**src/design/balance_macros.svh**
```systemverilog
// balance controller constants
`ifndef BALANCE_MACROS_SVH
`define BALANCE_MACROS_SVH

////////////////////////////////////////
// PID gains
////////////////////////////////////////

// proportional gain applied to the saturated pitch error
`define BAL_P_COEFF 14

// derivative gain applied to the saturated two-sample difference
`define BAL_D_COEFF 20

// integrator contributes integrator >>> this shift
`define BAL_INT_SHIFT 6

////////////////////////////////////////
// torque shaping
////////////////////////////////////////

`define BAL_LOW_TORQUE_BAND 70   // 5 * P gain, below this torque is gain scaled
`define BAL_GAIN_MULT 15         // 1 + min duty / low band, keeps the curve continuous
`define BAL_MIN_DUTY 980         // offset that stiffens the motor outside the low band

////////////////////////////////////////
// steering and speed limits
////////////////////////////////////////

`define BAL_STEER_SHIFT 3        // load cell difference is scaled down by 8
`define BAL_SPD_MAX 2047         // full scale of the 11 bit unsigned speed
`define BAL_WARN_SPD 1536        // above this the rider gets the over-speed warning

`endif

```
**src/design/balance_pkg.sv**
```systemverilog
// balance controller types
`default_nettype none

package balance_pkg;

  ////////////////////////////////////////
  // PID path
  ////////////////////////////////////////

  typedef logic signed [9:0]  ptch_err_t;  // pitch error, saturated to 10 bits
  typedef logic signed [14:0] p_term_t;    // 14 * 10 bit error fits in 15 bits
  typedef logic signed [12:0] d_term_t;    // 20 * 7 bit difference fits in 13 bits
  typedef logic signed [17:0] integ_t;     // running sum of the pitch error

  ////////////////////////////////////////
  // torque and drive
  ////////////////////////////////////////

  // control value, per-wheel torque and shaped drive all share 16 bits
  typedef logic signed [15:0] torque_t;

  // motor speed, magnitude only, direction travels separately
  typedef logic [10:0] spd_t;

endpackage

`default_nettype wire

```
**src/design/balance_cntrl.sv**
```systemverilog
// balance controller top level
`timescale 1ns/1ps
`default_nettype none

module balance_cntrl
  import balance_pkg::*;
(
  input  wire               clk,
  input  wire               rst_n,
  input  wire               vld,            // new inertial reading
  input  wire signed [15:0] ptch,           // measured pitch
  input  wire signed [11:0] ld_cell_diff,   // left minus right load
  input  wire               rider_off,
  input  wire               en_steer,
  input  wire               pwr_up,
  output spd_t              lft_spd,
  output wire               lft_rev,
  output spd_t              rght_spd,
  output wire               rght_rev,
  output wire               ovr_spd
);

  ptch_err_t ptch_err;
  p_term_t   p_term;
  d_term_t   d_term;
  integ_t    integrator;
  torque_t   lft_torque;
  torque_t   rght_torque;
  torque_t   lft_shaped;
  torque_t   rght_shaped;

  ////////////////////////////////////////
  // PID front end
  ////////////////////////////////////////

  pitch_pd_term u_pd_term (
    .clk      (clk),
    .rst_n    (rst_n),
    .vld      (vld),
    .ptch     (ptch),
    .ptch_err (ptch_err),
    .p_term   (p_term),
    .d_term   (d_term)
  );

  pitch_integrator u_integrator (
    .clk        (clk),
    .rst_n      (rst_n),
    .vld        (vld),
    .ptch_err   (ptch_err),
    .rider_off  (rider_off),
    .pwr_up     (pwr_up),
    .integrator (integrator)
  );

  torque_mixer u_mixer (
    .p_term       (p_term),
    .d_term       (d_term),
    .integrator   (integrator),
    .ld_cell_diff (ld_cell_diff),
    .en_steer     (en_steer),
    .lft_torque   (lft_torque),
    .rght_torque  (rght_torque)
  );

  ////////////////////////////////////////
  // per wheel shaping and drive
  ////////////////////////////////////////

  motor_shaper u_lft_shaper (.clk(clk), .rst_n(rst_n), .torque(lft_torque), .shaped(lft_shaped));
  motor_shaper u_rght_shaper (.clk(clk), .rst_n(rst_n), .torque(rght_torque), .shaped(rght_shaped));

  drive_output u_drive (
    .lft_shaped  (lft_shaped),
    .rght_shaped (rght_shaped),
    .pwr_up      (pwr_up),
    .lft_spd     (lft_spd),
    .rght_spd    (rght_spd),
    .lft_rev     (lft_rev),
    .rght_rev    (rght_rev),
    .ovr_spd     (ovr_spd)
  );

endmodule

`default_nettype wire

```
**src/design/drive_output.sv**
```systemverilog
// motor speed and direction outputs
`timescale 1ns/1ps
`default_nettype none

`include "balance_macros.svh"

module drive_output
  import balance_pkg::*;
(
  input  torque_t lft_shaped,
  input  torque_t rght_shaped,
  input  wire     pwr_up,       // speeds held at zero while low
  output spd_t    lft_spd,
  output spd_t    rght_spd,
  output logic    lft_rev,      // 1 runs the left motor backwards
  output logic    rght_rev,
  output logic    ovr_spd       // drives the piezo warning
);

  localparam spd_t SPD_MAX  = `BAL_SPD_MAX;
  localparam spd_t WARN_SPD = `BAL_WARN_SPD;

  // magnitude of a shaped value, clipped to the 11 bit speed range
  function automatic spd_t sat_spd(input torque_t val);
    logic [15:0] mag;
    mag = val[15] ? -val : val;
    return (|mag[15:11]) ? SPD_MAX : mag[10:0];
  endfunction

  assign lft_rev  = lft_shaped[15];
  assign rght_rev = rght_shaped[15];

  assign lft_spd  = pwr_up ? sat_spd(lft_shaped) : '0;
  assign rght_spd = pwr_up ? sat_spd(rght_shaped) : '0;

  // a saturated speed always trips the warning
  assign ovr_spd = (lft_spd > WARN_SPD) || (rght_spd > WARN_SPD);

endmodule

`default_nettype wire

```
**src/design/motor_shaper.sv**
```systemverilog
// per wheel torque shaper
`timescale 1ns/1ps
`default_nettype none

`include "balance_macros.svh"

module motor_shaper
  import balance_pkg::*;
(
  input  wire     clk,
  input  wire     rst_n,
  input  torque_t torque,   // raw wheel torque from the mixer
  output torque_t shaped    // registered drive value
);

  localparam logic [15:0] LOW_BAND  = `BAL_LOW_TORQUE_BAND;
  localparam torque_t     GAIN_MULT = `BAL_GAIN_MULT;
  localparam torque_t     MIN_DUTY  = `BAL_MIN_DUTY;

  logic [15:0] torque_mag;   // unsigned magnitude
  torque_t     duty_offs;    // torque pushed away from zero
  torque_t     low_gain;     // torque scaled in the low band
  torque_t     shaped_nxt;

  assign torque_mag = torque[15] ? -torque : torque;

  assign duty_offs = torque[15] ? torque - MIN_DUTY : torque + MIN_DUTY;
  assign low_gain  = GAIN_MULT * torque;   // upper product bits dropped

  // small torques get extra gain, larger ones get the min duty kick
  assign shaped_nxt = (torque_mag >= LOW_BAND) ? duty_offs : low_gain;

  always_ff @(posedge clk or negedge rst_n) begin
    if (!rst_n) begin
      shaped <= '0;
    end else begin
      shaped <= shaped_nxt;
    end
  end

endmodule

`default_nettype wire

```
**src/design/pitch_integrator.sv**
```systemverilog
// pitch error integrator
`timescale 1ns/1ps
`default_nettype none

module pitch_integrator
  import balance_pkg::*;
(
  input  wire       clk,
  input  wire       rst_n,
  input  wire       vld,         // accumulate only on a new sample
  input  ptch_err_t ptch_err,    // saturated error from the PD unit
  input  wire       rider_off,   // no weight on the load cells
  input  wire       pwr_up,      // vehicle enabled
  output integ_t    integrator
);

  integ_t nxt_integ;    // candidate sum
  logic   pos_ovfl;
  logic   neg_ovfl;
  logic   ovfl;

  ////////////////////////////////////////
  // next value and overflow detect
  ////////////////////////////////////////

  assign nxt_integ = integrator + integ_t'(ptch_err);   // error sign extended

  // overflow only when both operands share a sign the sum does not keep
  assign pos_ovfl = ~integrator[17] & ~ptch_err[9] &  nxt_integ[17];
  assign neg_ovfl =  integrator[17] &  ptch_err[9] & ~nxt_integ[17];
  assign ovfl     = pos_ovfl | neg_ovfl;

  ////////////////////////////////////////
  // accumulator
  ////////////////////////////////////////

  always_ff @(posedge clk or negedge rst_n) begin
    if (!rst_n) begin
      integrator <= '0;
    end else if (!pwr_up || rider_off) begin
      integrator <= '0;              // start fresh for the next ride
    end else if (vld && !ovfl) begin
      integrator <= nxt_integ;
    end
    // on overflow the value holds at its last good sum
  end

endmodule

`default_nettype wire

```
**src/design/pitch_pd_term.sv**
```systemverilog
// pitch proportional and derivative terms
`timescale 1ns/1ps
`default_nettype none

`include "balance_macros.svh"

module pitch_pd_term
  import balance_pkg::*;
(
  input  wire               clk,
  input  wire               rst_n,
  input  wire               vld,       // new pitch sample strobe
  input  wire signed [15:0] ptch,      // raw pitch reading
  output ptch_err_t         ptch_err,  // saturated error, combinational
  output p_term_t           p_term,    // registered P term
  output d_term_t           d_term     // registered D term
);

  localparam ptch_err_t ERR_MOST_NEG = 10'h200;
  localparam ptch_err_t ERR_MOST_POS = 10'h1FF;
  localparam logic signed [6:0] DIFF_MOST_NEG = 7'h40;
  localparam logic signed [6:0] DIFF_MOST_POS = 7'h3F;
  localparam p_term_t P_COEFF = `BAL_P_COEFF;
  localparam d_term_t D_COEFF = `BAL_D_COEFF;

  ptch_err_t              err_hist1;   // error one sample back
  ptch_err_t              err_hist2;   // error two samples back
  logic signed [9:0]      d_diff;      // wrapped difference
  logic signed [6:0]      d_diff_sat;

  ////////////////////////////////////////
  // error saturation and P term
  ////////////////////////////////////////

  // upper bits must all match the sign, otherwise clip to the 10 bit range
  assign ptch_err = ptch[15] ? (&ptch[15:9] ? ptch[9:0] : ERR_MOST_NEG)
                             : (|ptch[15:9] ? ERR_MOST_POS : ptch[9:0]);

  always_ff @(posedge clk or negedge rst_n) begin
    if (!rst_n) begin
      p_term <= '0;
    end else begin
      p_term <= P_COEFF * ptch_err;   // sampled every edge, not only on vld
    end
  end

  ////////////////////////////////////////
  // sample history and D term
  ////////////////////////////////////////

  always_ff @(posedge clk or negedge rst_n) begin
    if (!rst_n) begin
      err_hist1 <= '0;
      err_hist2 <= '0;
    end else if (vld) begin
      err_hist1 <= ptch_err;
      err_hist2 <= err_hist1;   // shift on each new reading
    end
  end

  assign d_diff = ptch_err - err_hist2;   // wraps at 10 bits

  // clip to 7 bits signed
  assign d_diff_sat = d_diff[9] ? (&d_diff[9:6] ? d_diff[6:0] : DIFF_MOST_NEG)
                                : (|d_diff[9:6] ? DIFF_MOST_POS : d_diff[6:0]);

  always_ff @(posedge clk or negedge rst_n) begin
    if (!rst_n) begin
      d_term <= '0;
    end else begin
      d_term <= D_COEFF * d_diff_sat;
    end
  end

endmodule

`default_nettype wire

```
**src/design/torque_mixer.sv**
```systemverilog
// PID sum and steering mix
`timescale 1ns/1ps
`default_nettype none

`include "balance_macros.svh"

module torque_mixer
  import balance_pkg::*;
(
  input  p_term_t           p_term,
  input  d_term_t           d_term,
  input  integ_t            integrator,
  input  wire signed [11:0] ld_cell_diff,   // left minus right load
  input  wire               en_steer,
  output torque_t           lft_torque,
  output torque_t           rght_torque
);

  torque_t pid_cntrl;   // combined control value
  torque_t steer;       // scaled load cell difference
  torque_t cntrl_plus;
  torque_t cntrl_minus;

  ////////////////////////////////////////
  // PID sum
  ////////////////////////////////////////

  // every term sign extended to 16 bits, the I term scaled down by 64
  assign pid_cntrl = torque_t'(p_term) + torque_t'(d_term)
                   + torque_t'(integrator >>> `BAL_INT_SHIFT);

  ////////////////////////////////////////
  // steering
  ////////////////////////////////////////

  assign steer       = torque_t'(ld_cell_diff >>> `BAL_STEER_SHIFT);
  assign cntrl_plus  = pid_cntrl + steer;
  assign cntrl_minus = pid_cntrl - steer;

  // steer direction flips with the sign of the control value
  always_comb begin
    if (!en_steer) begin
      lft_torque  = pid_cntrl;
      rght_torque = pid_cntrl;
    end else if (pid_cntrl[15]) begin
      lft_torque  = cntrl_plus;
      rght_torque = cntrl_minus;
    end else begin
      lft_torque  = cntrl_minus;   // zero counts as positive
      rght_torque = cntrl_plus;
    end
  end

endmodule

`default_nettype wire

```
**config.mk**
```make
export PLATFORM = sky130hd
export DESIGN_NAME = balance_cntrl
export DESIGN_NICKNAME = d
export VERILOG_FILES = /design/src/design/balance_pkg.sv /design/src/design/balance_cntrl.sv /design/src/design/drive_output.sv /design/src/design/motor_shaper.sv /design/src/design/pitch_integrator.sv /design/src/design/pitch_pd_term.sv /design/src/design/torque_mixer.sv
export VERILOG_INCLUDE_DIRS = /design/src /design/src/design
export SDC_FILE = /design/constraint.sdc
export NUM_CORES = 1
export LEC_CHECK = 0
export ABC_AREA = 1
export BUFFER_PORTS_ARGS = -buffer_cell sky130_fd_sc_hd__buf_2
export CELL_PAD_IN_SITES_DETAIL_PLACEMENT = 1
export CELL_PAD_IN_SITES_GLOBAL_PLACEMENT = 1
export CORE_MARGIN = 5
export CORE_UTILIZATION = 43
export DETAILED_ROUTE_END_ITERATION = 16
export PLACE_DENSITY_LB_ADDON = 0.1
export SYNTH_ARGS = -nofsm -noshare
export SYNTH_HDL_FRONTEND = slang
export SYNTH_HIERARCHICAL = 1
export SYNTH_SLANG_ARGS = --single-unit
```
**constraint.sdc**
```tcl
create_clock -name clk -period 6.2 [get_ports clk]
set_clock_uncertainty 0.05 [all_clocks]
set_input_delay 0.31 -clock clk [delete_from_list [all_inputs] [get_ports clk]]
set_output_delay 0.31 -clock clk [all_outputs]
set_load 0.05 [all_outputs]
```
==> flow_summary.ini <==
[critical_path]
r2r_end = u_rght_shaper/shaped[15]
crit_required_ns = 6.42
worstPathArrival_ns = 6.44
cp_slowest_cell = fa_2
max_stage_delay_ns = 0.59
endpoint_kind = register
reg2reg_depth = 32
r2r_slack_ns = -0.02
crit_path_max_fanout = 4
worstReg2RegStart = u_integrator/integrator[8]
critPathMostFrequentCell = nand2_1
path_class = reg -> reg
worst_setup_path_start_kind = register

[floorplanning]
coreArea_mm2 = 0.0384
dieArea_mm2 = 0.0426
ioPinCount = 59
start_util_pct = 43.2
die_w_um = 206
num_rows = 72
fp.dieH_um = 206

[yosys]
ys_async_sr_fraction_pct = 100
yosys-top-cells-area = ha_1 16%, nand2_1 15%, dfrtp_1 14%
synth_ff_type = dfrtp_1
synth_edf_count = 0
syn_area_mm2 = 0.0166
yosysUniqueCellTypes = 55
syn_avg_cell_area_um2 = 6.74
seq_area_frac_synth_pct = 14.3
synth_top_area_share_pct = 16.1
netlist_instances = 2464
yosys_warnings = 6
ys_seq_elements = 95
yosys.area.top_type = ha_1

[routing]
ant_nets = 0
top_layer_used = met4
wl_met2_um = 30400
met3_length_um = 1750
drc = 0
wl_met1_um = 25300
wl_um = 59000
wl_per_cell_um = 18.1
num_vias = 17100
drt_iter0_markers = 741
vias_per_cell = 5.25
drtPass1Iterations = 5

[sta]
post-route-period-util_pct = 100
maxClockFrequency_mhz = 161
slew_headroom_pct = 47.2
finalHoldViolations = 0
fin_crit_ns = 6.22
postLayoutSetupSlackWorst_ns = -0.0162
setup_viol = 2
fin_tns_setup_ns = -0.0171
worst_pin_slew_ns = 0.792
drv_slew = 0
rsz0062_at_grt = yes

[global_routing]
grt-ovfl-total = 0
grt_pass1_wl_um = 90400
grtUsageTotal_pct = 26.6
grt_max_degree = 57
grt_pass1_vias = 17800
grt_antenna_before_repair = 1

[cts]
h-tree-depth = 3
cts-root-buf = clkbuf_16
tritoncts = built
clk_path_buf_depth = 2
cts_made_buffers = 9
cts_sinks = 95
clk_pin_slew_ns = 0.08
clock_latency_ns = 0.38

[hold_path]
hold_class = in -> reg
holdPathEnd = u_pd_term/err_hist1[6]
hold_path_startpoint = ptch[6]
holdPathStages = 3

[status]
violations = setup timing
status = finished with violations

[final_layout]
fin_util_pct = 54.2
seqCellArea_mm2 = 0.00238
multi_input_comb_area_mm2 = 0.0137
fin_nets = 3053
design_area_mm2 = 0.0208
layout-drive-gt1-share_pct = 23.7
synthToLayoutAreaGrowth_pct = 25.4
fill_cells = 5004

[placement]
placed_area_mm2 = 0.0187
dpl.hpwl_um = 47000
gp_congestion = 0.932
numPortBuffers = 55

[run]
drv_cap = 0
[how the worst max path moves through the flow]
stage | from | endpoint | slack, ns
after global routing | u_integrator/integrator[10] | u_rght_shaper/shaped[15] | -0.32
after CTS | u_integrator/integrator[8] | u_rght_shaper/shaped[15] | 0.0006
after detailed placement | u_pd_term/p_term[3] | u_rght_shaper/shaped[14] | -0.37
final | u_integrator/integrator[8] | u_rght_shaper/shaped[15] | -0.02
after floorplan | u_pd_term/p_term[3] | u_lft_shaper/shaped[13] | 0.08
after global placement | u_pd_term/p_term[2] | u_lft_shaper/shaped[15] | -0.19
[final cells by class]
type	count	share of cell area, %
Sequential cell	95	11.4
Antenna cell	1	0.0120
Tap cell	518	3.11
Clock inverter	7	0.439
Multi-Input combinational cell	1901	65.8
Timing Repair Buffer	293	10.2
Inverter	430	7.87
Clock buffer	9	1.08
[registers in the layout, summed over array words and instances (netlist names)]
| name | count |
|---|---|
| u_pd_term/d_term | 11 |
| u_lft_shaper/shaped | 16 |
| u_integrator/integrator | 18 |
| u_pd_term/err_hist1 | 10 |
| u_pd_term/p_term | 14 |
| u_pd_term/err_hist2 | 10 |
| u_rght_shaper/shaped | 16 |
[cell usage after synthesis, types with 6 or more instances]
cell type	n
nand3_1	226
nand3_2	11
o221ai_2	8
a31oi_1	11
buf_2	6
nand2_4	10
o21ai_0	82
nand4_1	29
a21o_1	10
buf_6	10
o21bai_1	13
nor2_2	20
xnor2_1	44
buf_4	14
nor2_1	155
xor2_1	90
dfrtp_1	95
nand2_2	24
clkbuf_1	9
nand3b_1	12
nor3_1	16
ha_1	214
inv_1	414
a21oi_1	117
inv_2	12
nor2_4	10
nand2_1	679
fa_1	75
[kinds of logic (layout without fill, tap and decap cells)]
group / count (synthesis) / after routing / synth area share (%)
xor gates and xnor gates: 134 / 134 / 7.07
AOI/OAI and AO/OA: 266 / 266 / 9.43
other: 1 / 4 / 0.0226
and+or+nand+nor: 1209 / 1209 / 32.4
adders and majority gates: 289 / 289 / 25.2
buffers and inverters: 470 / 739 / 11.6
DFF: 95 / 95 / 14.3
[routing by layer]
metal	track usage, %	vias up
met4	7.03	0
li1	-	8318
met1	32.5	8436
met2	49.0	238
met3	3.51	86
met5	0	-
[worst max-delay path, delay by kind of cell, from the launching register on]
family | cells | cell delay (ns)
AOI/OAI and AO/OA | 2 | 0.36
xor gates and xnor gates | 2 | 0.43
adders and majority gates | 7 | 2.77
buffers and inverters | 7 | 0.65
DFF | 1 | 0.44
and+or+nand+nor | 14 | 1.39
[cell usage in the layout, fill, tap and decap left out, types with 4 or more instances in the layout]
cell       count
nand3_2       27
inv_2         45
nand3_1      208
o21ai_2        7
clkbuf_16      9
xnor2_1       43
nor3_1        13
xor2_1        71
a21oi_1       88
nand2_4       16
nand3b_1      12
inv_4          7
nand2_2       49
buf_4        228
a21o_1        10
o21bai_1      11
dfrtp_1       92
a21oi_2       26
buf_6          8
fa_1          72
buf_2         54
o21ai_1       20
o21ai_0       59
ha_4          39
nor2_2        30
ha_1         173
nand4_1       29
nand2_1      646
nor2_1       135
o211ai_4       4
inv_1        376
nor2_4        20
a21oi_4        5
xor2_2        18
o221ai_4       7
a31oi_1        8
[timing repair]
action                     CTS  global route
setup endpoints to repair   18            25
hold endpoints to repair    39             0
hold buffers                 1             0
resized for setup          107           207
pin swaps                   40           105
buffers inserted             9            33
[metrics by stage]
stage / std cells / setup WS, ns / hold slack (ns)
6_report: 3254 / -0.0162 / 0.236
5_1_grt: 3254 / -0.325 / 0.266
4_1_cts: 3220 / 0.000572 / 0.223
3_5_place_dp: 3194 / -0.375 / 0.275
3_3_place_gp: 3194 / -0.188 / 0.272
2_1_floorplan: 2466 / 0.0784 / -0.0356
Power is not shown: default switching activity piles up to over one toggle a cycle in this logic, so the estimate is an artifact.
